===== src/givens_pkg.sv =====
`default_nettype none

package givens_pkg;

    // coordinate widths.
    localparam int DATA_W = 18;                   // port width.
    localparam int EXT_W  = DATA_W + 1;           // one guard bit for cordic growth.

    // micro-rotation schedule.
    localparam int NUM_ITER       = 14;           // also width of the direction word.
    localparam int ITER_PER_STAGE = 2;
    localparam int NUM_STAGES     = NUM_ITER / ITER_PER_STAGE;

    // gain compensation, K ~= 0.6072 in Q1.14.
    localparam int GAIN_W    = 15;
    localparam int GAIN_FRAC = 14;
    localparam logic signed [GAIN_W-1:0] GAIN_K = 15'sd9949;

    // input to output, rotation stages plus the gain stage.
    localparam int LATENCY = NUM_STAGES + 1;

endpackage

`default_nettype wire


===== src/stage_if.sv =====
`timescale 1ns/1ps
`default_nettype none

interface stage_if
    import givens_pkg::*;
();

    logic                       valid;
    logic signed [EXT_W-1:0]    x0;    // lead pair.
    logic signed [EXT_W-1:0]    y0;
    logic signed [EXT_W-1:0]    x1;    // follower pair.
    logic signed [EXT_W-1:0]    y1;
    logic        [NUM_ITER-1:0] dirs;  // bit j is the decision of iteration j.

    modport src (
        output valid, x0, y0, x1, y1, dirs
    );

    modport dst (
        input valid, x0, y0, x1, y1, dirs
    );

endinterface

`default_nettype wire


===== src/gain_comp.sv =====
`timescale 1ns/1ps
`default_nettype none

module gain_comp
    import givens_pkg::*;
(
    input  wire                        clk,
    input  wire                        rst_n,
    stage_if.dst                       up,
    output logic                       valid_o,
    output logic signed [DATA_W-1:0]   x0_o,
    output logic signed [DATA_W-1:0]   y0_o,
    output logic signed [DATA_W-1:0]   x1_o,
    output logic signed [DATA_W-1:0]   y1_o,
    output logic        [NUM_ITER-1:0] dirs_o
);

    localparam int PROD_W = EXT_W + GAIN_W;
    localparam logic signed [PROD_W-1:0] RND_HALF = PROD_W'(1) <<< (GAIN_FRAC - 1);

    logic signed [EXT_W-1:0]  coord   [4];
    logic signed [PROD_W-1:0] prod    [4];
    logic signed [PROD_W-1:0] rounded [4];
    logic        [3:0]        fits;

    always_comb begin
        coord[0] = up.x0;
        coord[1] = up.y0;
        coord[2] = up.x1;
        coord[3] = up.y1;
        for (int k = 0; k < 4; k++) begin
            prod[k]    = coord[k] * GAIN_K;
            rounded[k] = (prod[k] + RND_HALF) >>> GAIN_FRAC;  // round half up.
            fits[k]    = (rounded[k] == $signed(rounded[k][DATA_W-1:0]));
        end
    end

    always_ff @(posedge clk or negedge rst_n) begin
        if (!rst_n) begin
            valid_o <= 1'b0;
            x0_o    <= '0;
            y0_o    <= '0;
            x1_o    <= '0;
            y1_o    <= '0;
            dirs_o  <= '0;
        end else begin
            valid_o <= up.valid;
            if (up.valid) begin
                x0_o   <= rounded[0][DATA_W-1:0];
                y0_o   <= rounded[1][DATA_W-1:0];
                x1_o   <= rounded[2][DATA_W-1:0];
                y1_o   <= rounded[3][DATA_W-1:0];
                dirs_o <= up.dirs;
            end
        end
    end

    // inputs inside the stated range must never wrap at the output.
    a_no_overflow: assert property (
        @(posedge clk) disable iff (!rst_n)
        up.valid |-> (&fits)
    ) else $error("gain_comp: scaled result overflows %0d bits", DATA_W);

endmodule

`default_nettype wire


===== src/flat_wrapper.sv =====
// flat-port wrapper written by rule: the top's interface ports become plain ports
module gain_comp_flat import givens_pkg::*;
  (clk, rst_n, valid_o, x0_o, y0_o, x1_o, y1_o, dirs_o, up_valid, up_x0, up_y0, up_x1, up_y1, up_dirs);
  stage_if up_i ();
  input  wire clk;
  input  wire rst_n;
  output logic valid_o;
  output logic signed [DATA_W-1:0] x0_o;
  output logic signed [DATA_W-1:0] y0_o;
  output logic signed [DATA_W-1:0] x1_o;
  output logic signed [DATA_W-1:0] y1_o;
  output logic        [NUM_ITER-1:0] dirs_o;
  input wire logic [$bits(up_i.valid)-1:0] up_valid;
  input wire logic [$bits(up_i.x0)-1:0] up_x0;
  input wire logic [$bits(up_i.y0)-1:0] up_y0;
  input wire logic [$bits(up_i.x1)-1:0] up_x1;
  input wire logic [$bits(up_i.y1)-1:0] up_y1;
  input wire logic [$bits(up_i.dirs)-1:0] up_dirs;
  assign up_i.valid = up_valid;
  assign up_i.x0 = up_x0;
  assign up_i.y0 = up_y0;
  assign up_i.x1 = up_x1;
  assign up_i.y1 = up_y1;
  assign up_i.dirs = up_dirs;
  gain_comp u_core (.clk(clk), .rst_n(rst_n), .up(up_i), .valid_o(valid_o), .x0_o(x0_o), .y0_o(y0_o), .x1_o(x1_o), .y1_o(y1_o), .dirs_o(dirs_o));
endmodule

===== config.mk =====
export PLATFORM = sky130hd
export DESIGN_NAME = gain_comp_flat
export DESIGN_NICKNAME = d
export VERILOG_FILES = /design/src/givens_pkg.sv /design/src/stage_if.sv /design/src/gain_comp.sv /design/src/flat_wrapper.sv
export SDC_FILE = /design/constraint.sdc
export NUM_CORES = 2
export LEC_CHECK = 0
export BUFFER_PORTS_ARGS = -buffer_cell sky130_fd_sc_hd__buf_2
export CAP_MARGIN = 20
export CORE_MARGIN = 3
export CORE_UTILIZATION = 39
export DETAILED_ROUTE_END_ITERATION = 8
export MAX_ROUTING_LAYER = met4
export PLACE_DENSITY = 0.67
export SYNTH_ARGS = -nofsm -noshare
export SYNTH_HDL_FRONTEND = slang
export SYNTH_SLANG_ARGS = --single-unit

===== constraint.sdc =====
create_clock -name clk -period 1.01 [get_ports clk]
set_input_delay 0.202 -clock clk [delete_from_list [all_inputs] [get_ports clk]]
set_output_delay 0.202 -clock clk [all_outputs]
set_load 0.01 [all_outputs]

==> out/qor_table.md <==
| Parameter | Value |
|:---|:---|
| Status | finished, violations left |
| Violated checks | negative setup slack |
| Clock-pin transition on the worst setup and hold timing paths | 0.07 ns |
| Setup WS pre-CTS | -4.90 ns |
| Area growth syn-to-layout | 36.6% |
| Vias in the first global route | 20,500 |
| Area occupied by multi-input gates | 0.0224 sq mm |
| Post-DP Area | 0.0314 sq mm |
| Period utilization | 545% |
| Initial Util | 39.8% |
| Wirelength, routed | 61,600 um |
| Final estimated routing congestion in global placement | 0.904 |
| Via count | 18,100 |
| Total congestion overflow | 0 |
| Number of buffer cells added on primary ports | 179 |
| CTS tree | built |
| Pin count of the biggest net entering global routing | 37 |
| Detailed-route DRC error count | 0 |
| Most common cell after layout, fill and taps aside | sky130_fd_sc_hd__inv_1 |
| Average cell area after synthesis | 10.6 sq um |
| Highest fanout seen on the critical path | 4 |
| Number of enable-type register cells in the synthesized netlist | 0 |
| Buffer cell driving the clock tree root | sky130_fd_sc_hd__clkbuf_16 |
| Detailed placement HPWL | 53,300 um |
| Syn nets | 3,526 |
| Register bit count reported by yosys | 87 |
| Maximum buffer depth of the clock tree | 2 |
| Number of I/O pins | 180 |
| Number of hold violations in the final report | 0 |
| Core box area | 0.0637 sq mm |
| Number of cells in the design after placement | 3,870 |
| Startpoint type of the worst setup path | input port |
| Worst setup path class | in -> reg |
| F_max | 0.182 GHz |
| Number of slew-limit violations in the final report | 0 |
| Filler Cells Inserted | 5,385 |
| Vertical extent of the die | 261 um |
| Primary FF master, synth | sky130_fd_sc_hd__dfrtp_1 |
| Inserted Diodes | 0 |
| Crit. End Element | flop |
| Sequential standard cell area | 0.00218 sq mm |
| Initial antenna violation count | 0 |
| Portion of the post-synthesis area used by sequential elements | 8.60% |
| Post-layout worst setup margin | -4.50 ns |
| CTS sink count | 87 |
| Std-Cell Rows | 92 |
| Clock latency at the later pin of the worst-skew pair | 0.38 ns |
| Depth of the worst hold-timing path | 2 |
| Post-layout min period | 5.51 ns |
| Netlist cell types | 53 |
| Final setup violation count | 159 |
| Total GRT Usage | 19.2% |
| Required time of the critical path | 1.28 ns |
| 1st-pass router iterations | 6 |
| Area enclosed by the die boundary | 0.0680 sq mm |
| Relative slew margins | 72.4% |
| Netlist Area Pre-Place | 0.0253 sq mm |
| Layout Nets | 4,243 |
| Setup TNS Final | -298.17 ns |
| Fraction of final layout cells with drive strength greater than 1 | 34.9% |
| Commonest non-fill, non-tap cells in the layout | 741 x sky130_fd_sc_hd__inv_1, 497 x sky130_fd_sc_hd__buf_4, 473 x sky130_fd_sc_hd__fa_1 |
| Count of non-filler cells in the finished layout | 3,968 |
| Synthesized instance count | 2,400 |
| # Max-Cap Violations | 0 |
| DRT antenna net count | 0 |
| Number of vias per cell after detailed routing | 4.56 |
| R2R cell count | 2 |
| First-pass GRT wire length | 101,000 um |
| Warning count from the yosys run | 0 |
| Clock Skews | 0 ns |
| Final routed wire length divided by cell count | 15.5 um |
| Count of routing violations after the opening detailed-route iteration | 563 |
| Arrival time of the worst setup path | 5.78 ns |
| Total CTS buffers | 9 |
| Design area | 0.0346 sq mm |
| Setup repair after global routing missed its margin | true |
| Proportion of synthesized flip-flops having asynchronous set or reset | 100% |
| Min-Delay Path Class | in -> reg |
| Htree depth | 3 |
| Slew at the pin closest to its max-slew limit | 0.414 ns |
| Die width | 261 um |
## sequential cells by signal, indices dropped and copies added (netlist names)
signal          count
u_core.x0_o        18
u_core.y1_o        18
u_core.x1_o        18
u_core.y0_o        18
u_core.valid_o      1
u_core.dirs_o      14
## cells in the mapped netlist (all sizes together), types with 3 or more instances
cell type | instances | area, sq um
a21o | 31 | 233
mux2 | 75 | 845
a2111oi | 3 | 32.5
nand2b | 8 | 50.1
ha | 538 | 6730
o31ai | 5 | 37.5
clkbuf | 10 | 37.5
and4 | 3 | 26.3
xnor2 | 55 | 482
nor2b | 9 | 56.3
a31oi | 8 | 65.1
nand3 | 16 | 80.1
dfrtp | 87 | 2180
o21bai | 4 | 30.0
o21ai | 22 | 110
nor3 | 8 | 40.0
a21oi | 57 | 289
a221o | 6 | 60.1
fa | 495 | 9910
nand2 | 38 | 143
nand4 | 10 | 62.6
o211ai | 4 | 30.0
a211o | 3 | 26.3
nor2 | 35 | 131
xor2 | 41 | 359
and3 | 9 | 56.3
o21a | 7 | 52.6
inv | 785 | 2950
## cell type report
type | instances | area share, %
clock buffer | 10 | 0.691
timing repair buffer | 718 | 16.6
clock inverter | 6 | 0.163
inverter | 786 | 8.54
tap | 846 | 3.06
sequential | 87 | 6.30
multi-input combinational | 1515 | 64.7
## cell families after synthesis
kind of cell    after synthesis  synth area share, %
fa+ha+maj                  1033                 65.7
buf+inv                     798                 11.8
compound gates              167                 4.42
simple gates                144                 2.79
xor+xnor                     96                 3.32
flops                        87                 8.60
mux                          75                 3.33
## critical path: stages
cell,delay (ns)
sky130_fd_sc_hd__buf_12,0.11
sky130_fd_sc_hd__ha_4,0.23
sky130_fd_sc_hd__buf_6,0.12
sky130_fd_sc_hd__fa_1,0.50
sky130_fd_sc_hd__fa_1,0.55
sky130_fd_sc_hd__fa_1,0.53
sky130_fd_sc_hd__fa_1,0.53
sky130_fd_sc_hd__inv_2,0.04
sky130_fd_sc_hd__fa_1,0.51
sky130_fd_sc_hd__inv_2,0.05
sky130_fd_sc_hd__ha_4,0.17
sky130_fd_sc_hd__a2111oi_4,0.26
sky130_fd_sc_hd__o21ai_1,0.14
sky130_fd_sc_hd__a31oi_2,0.24
sky130_fd_sc_hd__o22ai_1,0.10
sky130_fd_sc_hd__or3_4,0.36
sky130_fd_sc_hd__a221o_1,0.44
sky130_fd_sc_hd__buf_6,0.17
sky130_fd_sc_hd__nand4_1,0.07
sky130_fd_sc_hd__nand2_1,0.07
sky130_fd_sc_hd__xor2_1,0.14
sky130_fd_sc_hd__mux2_4,0.25
## layer usage
metal  up-vias  track usage, %  part of all wire, %
met1      9040            23.5                   44
met2       242            33.8                   51
met4         0            3.56                  1.6
li1       8762               -                    -
met5         -               -                    0
met3        64            2.78                  3.5
## metrics by stage
stage,hold slack (ns),utilization [%]
after floorplan,-0.0936,-
after global placement,0.0803,49.4
after detailed placement,0.0797,49.4
after CTS,0.0126,52.2
after global routing,0.0241,54.3
final,0.0453,54.3
## repair_timing
item                                    CTS  global route
pin swaps                                93           120
buffers inserted                         47            49
resized for setup                       252           224
hold endpoints to repair                 87             0
hold buffers                              1             0
endpoints found under the setup margin  159           159
## worst paths after layout
path	startpoint	end	slack, ns
worst max register to register	u_core.x1_o[17]$_DFFE_PN0P_	u_core.x1_o[17]$_DFFE_PN0P_	-0.06
worst min register to register	u_core.dirs_o[5]$_DFFE_PN0P_	u_core.dirs_o[5]$_DFFE_PN0P_	0.51
min in group asynchronous	rst_n	u_core.y1_o[11]$_DFFE_PN0P_	0.24
worst max-delay path	up_x1[11]	u_core.x1_o[15]$_DFFE_PN0P_	-4.50
max in group asynchronous	rst_n	u_core.y0_o[9]$_DFFE_PN0P_	0.29
worst min-delay path	up_dirs[6]	u_core.dirs_o[6]$_DFFE_PN0P_	0.05
Power is left out: the tool's default activity adds up to more than one toggle a clock period on the data nets, which glitch-free logic cannot reach.
