[src/givens_pkg.sv]
`default_nettype none

package givens_pkg;

    // coordinate widths.
    localparam int DATA_W = 18;                   // port width.
    localparam int EXT_W  = DATA_W + 1;           // one guard bit for cordic growth.

    // micro-rotation schedule.
    localparam int NUM_ITER       = 14;           // also width of the direction word.
    localparam int ITER_PER_STAGE = 2;
    localparam int NUM_STAGES     = NUM_ITER / ITER_PER_STAGE;

    // gain compensation, K ~= 0.6072 in Q1.14.
    localparam int GAIN_W    = 15;
    localparam int GAIN_FRAC = 14;
    localparam logic signed [GAIN_W-1:0] GAIN_K = 15'sd9949;

    // input to output, rotation stages plus the gain stage.
    localparam int LATENCY = NUM_STAGES + 1;

endpackage

`default_nettype wire

[src/stage_if.sv]
`timescale 1ns/1ps
`default_nettype none

interface stage_if
    import givens_pkg::*;
();

    logic                       valid;
    logic signed [EXT_W-1:0]    x0;    // lead pair.
    logic signed [EXT_W-1:0]    y0;
    logic signed [EXT_W-1:0]    x1;    // follower pair.
    logic signed [EXT_W-1:0]    y1;
    logic        [NUM_ITER-1:0] dirs;  // bit j is the decision of iteration j.

    modport src (
        output valid, x0, y0, x1, y1, dirs
    );

    modport dst (
        input valid, x0, y0, x1, y1, dirs
    );

endinterface

`default_nettype wire

[src/cordic_stage.sv]
`timescale 1ns/1ps
`default_nettype none

module cordic_stage
    import givens_pkg::*;
#(
    parameter int STAGE_IDX = 0
) (
    input  wire    clk,
    input  wire    rst_n,
    stage_if.dst   up,
    stage_if.src   dn
);

    localparam int BASE = STAGE_IDX * ITER_PER_STAGE;  // first shift of this stage.

    logic signed [EXT_W-1:0]          lx0;
    logic signed [EXT_W-1:0]          ly0;
    logic signed [EXT_W-1:0]          lx1;
    logic signed [EXT_W-1:0]          ly1;
    logic        [ITER_PER_STAGE-1:0] dir;
    logic        [NUM_ITER-1:0]       dirs_nxt;

    // one micro-rotation, returns {x, y}.
    function automatic logic [2*EXT_W-1:0] micro_rot(
        input logic signed [EXT_W-1:0] x,
        input logic signed [EXT_W-1:0] y,
        input logic                    d,
        input int                      sh
    );
        logic signed [EXT_W-1:0] xs;
        logic signed [EXT_W-1:0] ys;
        xs = x >>> sh;
        ys = y >>> sh;
        if (d) begin
            return {x - ys, y + xs};  // rotate counter-clockwise.
        end
        return {x + ys, y - xs};      // rotate clockwise.
    endfunction

    always_comb begin
        lx0 = up.x0;
        ly0 = up.y0;
        lx1 = up.x1;
        ly1 = up.y1;
        for (int i = 0; i < ITER_PER_STAGE; i++) begin
            // decide from the lead pair, then apply to both pairs.
            dir[i]     = lx0[EXT_W-1] ^ ly0[EXT_W-1];
            {lx0, ly0} = micro_rot(lx0, ly0, dir[i], BASE + i);
            {lx1, ly1} = micro_rot(lx1, ly1, dir[i], BASE + i);
        end
    end

    always_comb begin
        dirs_nxt                          = up.dirs;
        dirs_nxt[BASE +: ITER_PER_STAGE] = dir;
    end

    always_ff @(posedge clk or negedge rst_n) begin
        if (!rst_n) begin
            dn.valid <= 1'b0;
            dn.x0    <= '0;
            dn.y0    <= '0;
            dn.x1    <= '0;
            dn.y1    <= '0;
            dn.dirs  <= '0;
        end else begin
            dn.valid <= up.valid;
            if (up.valid) begin
                dn.x0   <= lx0;
                dn.y0   <= ly0;
                dn.x1   <= lx1;
                dn.y1   <= ly1;
                dn.dirs <= dirs_nxt;
            end
        end
    end

    // the valid chain must stay clean through the whole pipeline.
    a_valid_known: assert property (
        @(posedge clk) disable iff (!rst_n)
        !$isunknown(dn.valid)
    ) else $error("stage %0d: valid is unknown", STAGE_IDX);

endmodule

`default_nettype wire

[src/flat_wrapper.sv]
// flat-port wrapper written by rule: the top's interface ports become plain ports
module cordic_stage_flat import givens_pkg::*;
#(
    parameter int STAGE_IDX = 0
)
  (clk, rst_n, up_valid, up_x0, up_y0, up_x1, up_y1, up_dirs, dn_valid, dn_x0, dn_y0, dn_x1, dn_y1, dn_dirs);
  stage_if up_i ();
  stage_if dn_i ();
  input  wire clk;
  input  wire rst_n;
  input wire logic [$bits(up_i.valid)-1:0] up_valid;
  input wire logic [$bits(up_i.x0)-1:0] up_x0;
  input wire logic [$bits(up_i.y0)-1:0] up_y0;
  input wire logic [$bits(up_i.x1)-1:0] up_x1;
  input wire logic [$bits(up_i.y1)-1:0] up_y1;
  input wire logic [$bits(up_i.dirs)-1:0] up_dirs;
  output wire logic [$bits(dn_i.valid)-1:0] dn_valid;
  output wire logic [$bits(dn_i.x0)-1:0] dn_x0;
  output wire logic [$bits(dn_i.y0)-1:0] dn_y0;
  output wire logic [$bits(dn_i.x1)-1:0] dn_x1;
  output wire logic [$bits(dn_i.y1)-1:0] dn_y1;
  output wire logic [$bits(dn_i.dirs)-1:0] dn_dirs;
  assign up_i.valid = up_valid;
  assign up_i.x0 = up_x0;
  assign up_i.y0 = up_y0;
  assign up_i.x1 = up_x1;
  assign up_i.y1 = up_y1;
  assign up_i.dirs = up_dirs;
  assign dn_valid = dn_i.valid;
  assign dn_x0 = dn_i.x0;
  assign dn_y0 = dn_i.y0;
  assign dn_x1 = dn_i.x1;
  assign dn_y1 = dn_i.y1;
  assign dn_dirs = dn_i.dirs;
  cordic_stage #(.STAGE_IDX(STAGE_IDX)) u_core (.clk(clk), .rst_n(rst_n), .up(up_i), .dn(dn_i));
endmodule
[config.mk]
export PLATFORM = sky130hd
export DESIGN_NAME = cordic_stage_flat
export DESIGN_NICKNAME = d
export VERILOG_FILES = /design/src/givens_pkg.sv /design/src/stage_if.sv /design/src/cordic_stage.sv /design/src/flat_wrapper.sv
export SDC_FILE = /design/constraint.sdc
export NUM_CORES = 1
export LEC_CHECK = 0
export BUFFER_PORTS_ARGS = -buffer_cell sky130_fd_sc_hd__buf_2
export CAP_MARGIN = 10
export CORE_UTILIZATION = 35
export CTS_BUF_LIST = sky130_fd_sc_hd__clkbuf_16
export CTS_CLUSTER_DIAMETER = 100
export DETAILED_ROUTE_END_ITERATION = 8
export SYNTH_ARGS = -nofsm -noshare
export SYNTH_HDL_FRONTEND = slang
export SYNTH_SLANG_ARGS = --single-unit
[constraint.sdc]
create_clock -name clk -period 2.4 [get_ports clk]
set_input_delay 0.24 -clock clk [delete_from_list [all_inputs] [get_ports clk]]
set_output_delay 0.24 -clock clk [all_outputs]
set_load 0.02 [all_outputs]
==> metrics.md <==
| Metric | Value |
|---|---|
| Final core occ | `0.564` |
| WHS | `0.105 ns` |
| Nets | `2955` |
| Status | `complete, but fails checks` |
| Routed vias/inst | `5.14` |
| CTS root buffer | `clkbuf_16` |
| Synth Flop Type | `dfrtp_1` |
| Number of DRC markers in iteration 0 | `between 900 and 1000` |
| Minimum clock period | `5.35 ns` |
| Post-synth EDFFs | `0` |
| Hold crit path type | `in -> reg` |
| Area share of the largest cell type after synthesis | `0.169` |
| Antenna Nets Post-Route | `0` |
| Final Setup Violations | `73` |
| Cell Pwr Density | `1090 nW/um^2` |
| Layout Cells excl Fill | `~3200` |
| Row count | `73` |
| Area leader, netlist | `ha_1` |
| Post-synth net total | `2090` |
| # IOs | `184` |
| Core Area | `approximately 40000 sq um` |
| Die X | `203 microns` |
| Netlist cell types | `between 90 and 100` |
| CP Capture Type | `flop` |
| Average cell area after synthesis | `7.86 sq um` |
| GP Congestion | `0.956` |
| Startpoint Class | `input pin` |
| Crit share post-route | `2.23` |
| H-tree depth | `3` |
| Setup TNS | `-166.79 ns` |
| Sequential cell area fraction in the yosys report | `0.161` |
| CTS buffer count | `9` |
| Area occupied by multi-input gates | `between 10000 and 15000 sq um` |
| CTS clk-pin slew, worst paths | `0.09 ns` |
| Worst slew pin tran | `between 0.8 and 0.9 ns` |
| Post-Synthesis Cell Area | `between 10000 and 15000 sq um` |
| Post-synth top cells | `ha_1, inv_1, a21oi_1` |
| Register area | `2280 sq um` |
| RSZ-0062 raised after global routing | `true` |
| I/O Buffers | `between 150 and 200` |
| Global Route Usage Sum | `0.250` |
| Via count | `16400` |
| Initial antenna violation count | `2` |
| Slowest cell delay on critical path | `0.44 ns` |
| Fillers | `3627` |
| Failing checks | `setup timing` |
| Grt ovf | `0` |
| Placed Cells | `3117` |
| CP Class | `in -> reg` |
| Share of cells above drive strength 1 | `0.447` |
| Synth area leaders | `ha_1, dfrtp_1, xnor2_1` |
| Clk Latency, worst-skew pair | `around 0.36 ns` |
| Die Ht | `~200 microns` |
| First-pass GRT wire length | `around 84 mm` |
| Post-DP HPWL | `around 43 mm` |
| Post-placement setup slack | `-3.58 ns` |
| Full die area | `41100 sq um` |
| FFs w/ async S/R, synth | `1.00` |
| WL per Instance | `approximately 16 microns` |
| LEAKAGE | `11.2 nW` |
| Yosys Warn Count | `0` |
| Final Hold Fails | `0` |
| Synth Register Bits | `91` |
| Critical Path RT | `2.66 ns` |
| VDD IR-drop max | `523 uV` |
| Vias in the first global route | `16491` |
| Critical path peak fanout | `5` |
| Initial core utilization | `0.355` |
| First-pass DRT Iterations | `5` |
| Clock Skews | `0 ns` |
| Total Routed Length | `52.1 mm` |
| Highest Clock Rate | `187 MHz` |
| Arr. time, crit path | `5.62 ns` |
| Post-synthesis cell count | `1796` |
| Crit-path most repeated cell | `buf_4` |
| Final WS setup | `-2.95 ns` |
| CTS Sinks | `91` |
| Slew headroom | `0.427` |
| Area delta synth->final | `58.9%` |
| Slowest CP cell | `a2111o_1` |
| CTS Buffer Depth | `2` |
| Count leader, synth | `ha_1` |
| CTS tree | `done` |
| Pins Over Slew Limit | `0` |
| Pin count of the biggest net entering global routing | `69` |
| DRC | `0` |
| Maxcap violations | `0` |
==> layout by cell type, fill, tap and decap left out, types with 11 or more instances in the layout <==
cell and n:
nor3_1 58, o21ai_1 17, or3_1 17, mux2_4 14, nor2_1 109, xor2_1 35
o21a_1 20, and2_1 11, a21oi_2 20, a21o_1 40, o21ai_0 70, nand2_1 96
nor4_1 15, nor2b_1 17, or2_2 16, dfrtp_1 91, ha_1 187, o21ai_2 15
nand3_1 35, a211oi_1 20, o31ai_1 27, a31oi_1 22, nand2b_1 20, o21bai_1 15
xnor2_1 119, mux2_2 45, buf_4 723, buf_2 177, a21oi_1 120, o211ai_1 18
inv_1 175, buf_6 12
==> critical path: cells and delay by family <==
| family | cells | cell delay, ns |
|---|---|---|
| XOR/XNOR | 2 | 0.27 |
| adder cells (fa/ha/maj) | 3 | 0.84 |
| multiplexers | 1 | 0.28 |
| AND/OR/NAND/NOR | 3 | 0.53 |
| buffers and inverters | 10 | 1.18 |
| AO/OA/AOI/OAI | 12 | 2.27 |
==> state kept, by name, indices dropped and copies added (netlist names) <==
signal	flops
u_core.dn.y1	19
u_core.dn.dirs	14
u_core.dn.valid	1
u_core.dn.x1	19
u_core.dn.x0	19
u_core.dn.y0	19
==> routing by layer <==
layer	routed length, microns	GRT usage	vias to the layer above	share of wire
met1	24800	0.344	7797	0.48
met4	739	0.0478	0	0.014
met2	24400	0.426	406	0.47
li1	-	-	8147	-
met3	2230	0.0223	50	0.043
met5	0	0	-	0
==> cells by family (layout without fill, tap and decap cells) <==
kind of cell    Yosys count  count (layout)  synth area share
flops                    91              91             0.161
xor+xnor                170             170             0.106
fa+ha+maj               201             201             0.183
compound gates          529             529             0.249
mux                      67              67            0.0530
buf+inv                 252            1122            0.0710
other cells               0               2                 0
simple gates            486             486             0.177
==> final cells by class <==
cell class	count	share of cell area
Inverter	181	0.0303
Multi-Input combinational cell	1453	0.527
Clock inverter	7	0.00363
Timing Repair Buffer	925	0.298
Tap cell	525	0.0293
Antenna cell	2	0.000223
Clock buffer	9	0.0100
Sequential cell	91	0.102
==> through the flow <==
stage / instance area, sq um / power [W]
2_1_floorplan: 14400 / 0.0123
3_3_place_gp: 20800 / 0.0195
3_5_place_dp: 20800 / 0.0198
4_1_cts: 22100 / 0.0236
5_1_grt: 22400 / 0.0264
6_report: 22400 / 0.0245
==> worst paths after layout <==
| kind | startpoint | endpoint | slack (ns) | cells after the start |
|---|---|---|---|---|
| setup / recovery | up_y0[0] | u_core.dn.x1[12] | -2.95 | 31 |
| hold / removal | up_dirs[2] | u_core.dn.dirs[2] | 0.10 | 2 |
| setup reg to reg | u_core.dn.y0[18] | u_core.dn.y0[18] | 1.40 | 2 |
| hold reg to reg | u_core.dn.x0[0] | u_core.dn.x0[0] | 0.49 | 2 |
| max in group asynchronous | rst_n | u_core.dn.y1[17] | 1.31 | 3 |
| min in group asynchronous | rst_n | u_core.dn.x0[10] | 0.40 | 2 |
==> what timing repair did <==
action | CTS | global route
hold buffers | 1 | 0
hold endpoints to repair | 35 | 0
resized for setup | 150 | 47
pin swaps | 100 | 38
endpoints found under the setup margin | 73 | 73
buffers inserted | 51 | 13
==> report_power, final <==
group	internal [W]	switching [W]	total [W]
Sequential	0.00226	0.000429	0.00268
Combinational	0.0104	0.00985	0.0203
Clock	0.000745	0.000773	0.00152
(Power assumes the default switching activity.)
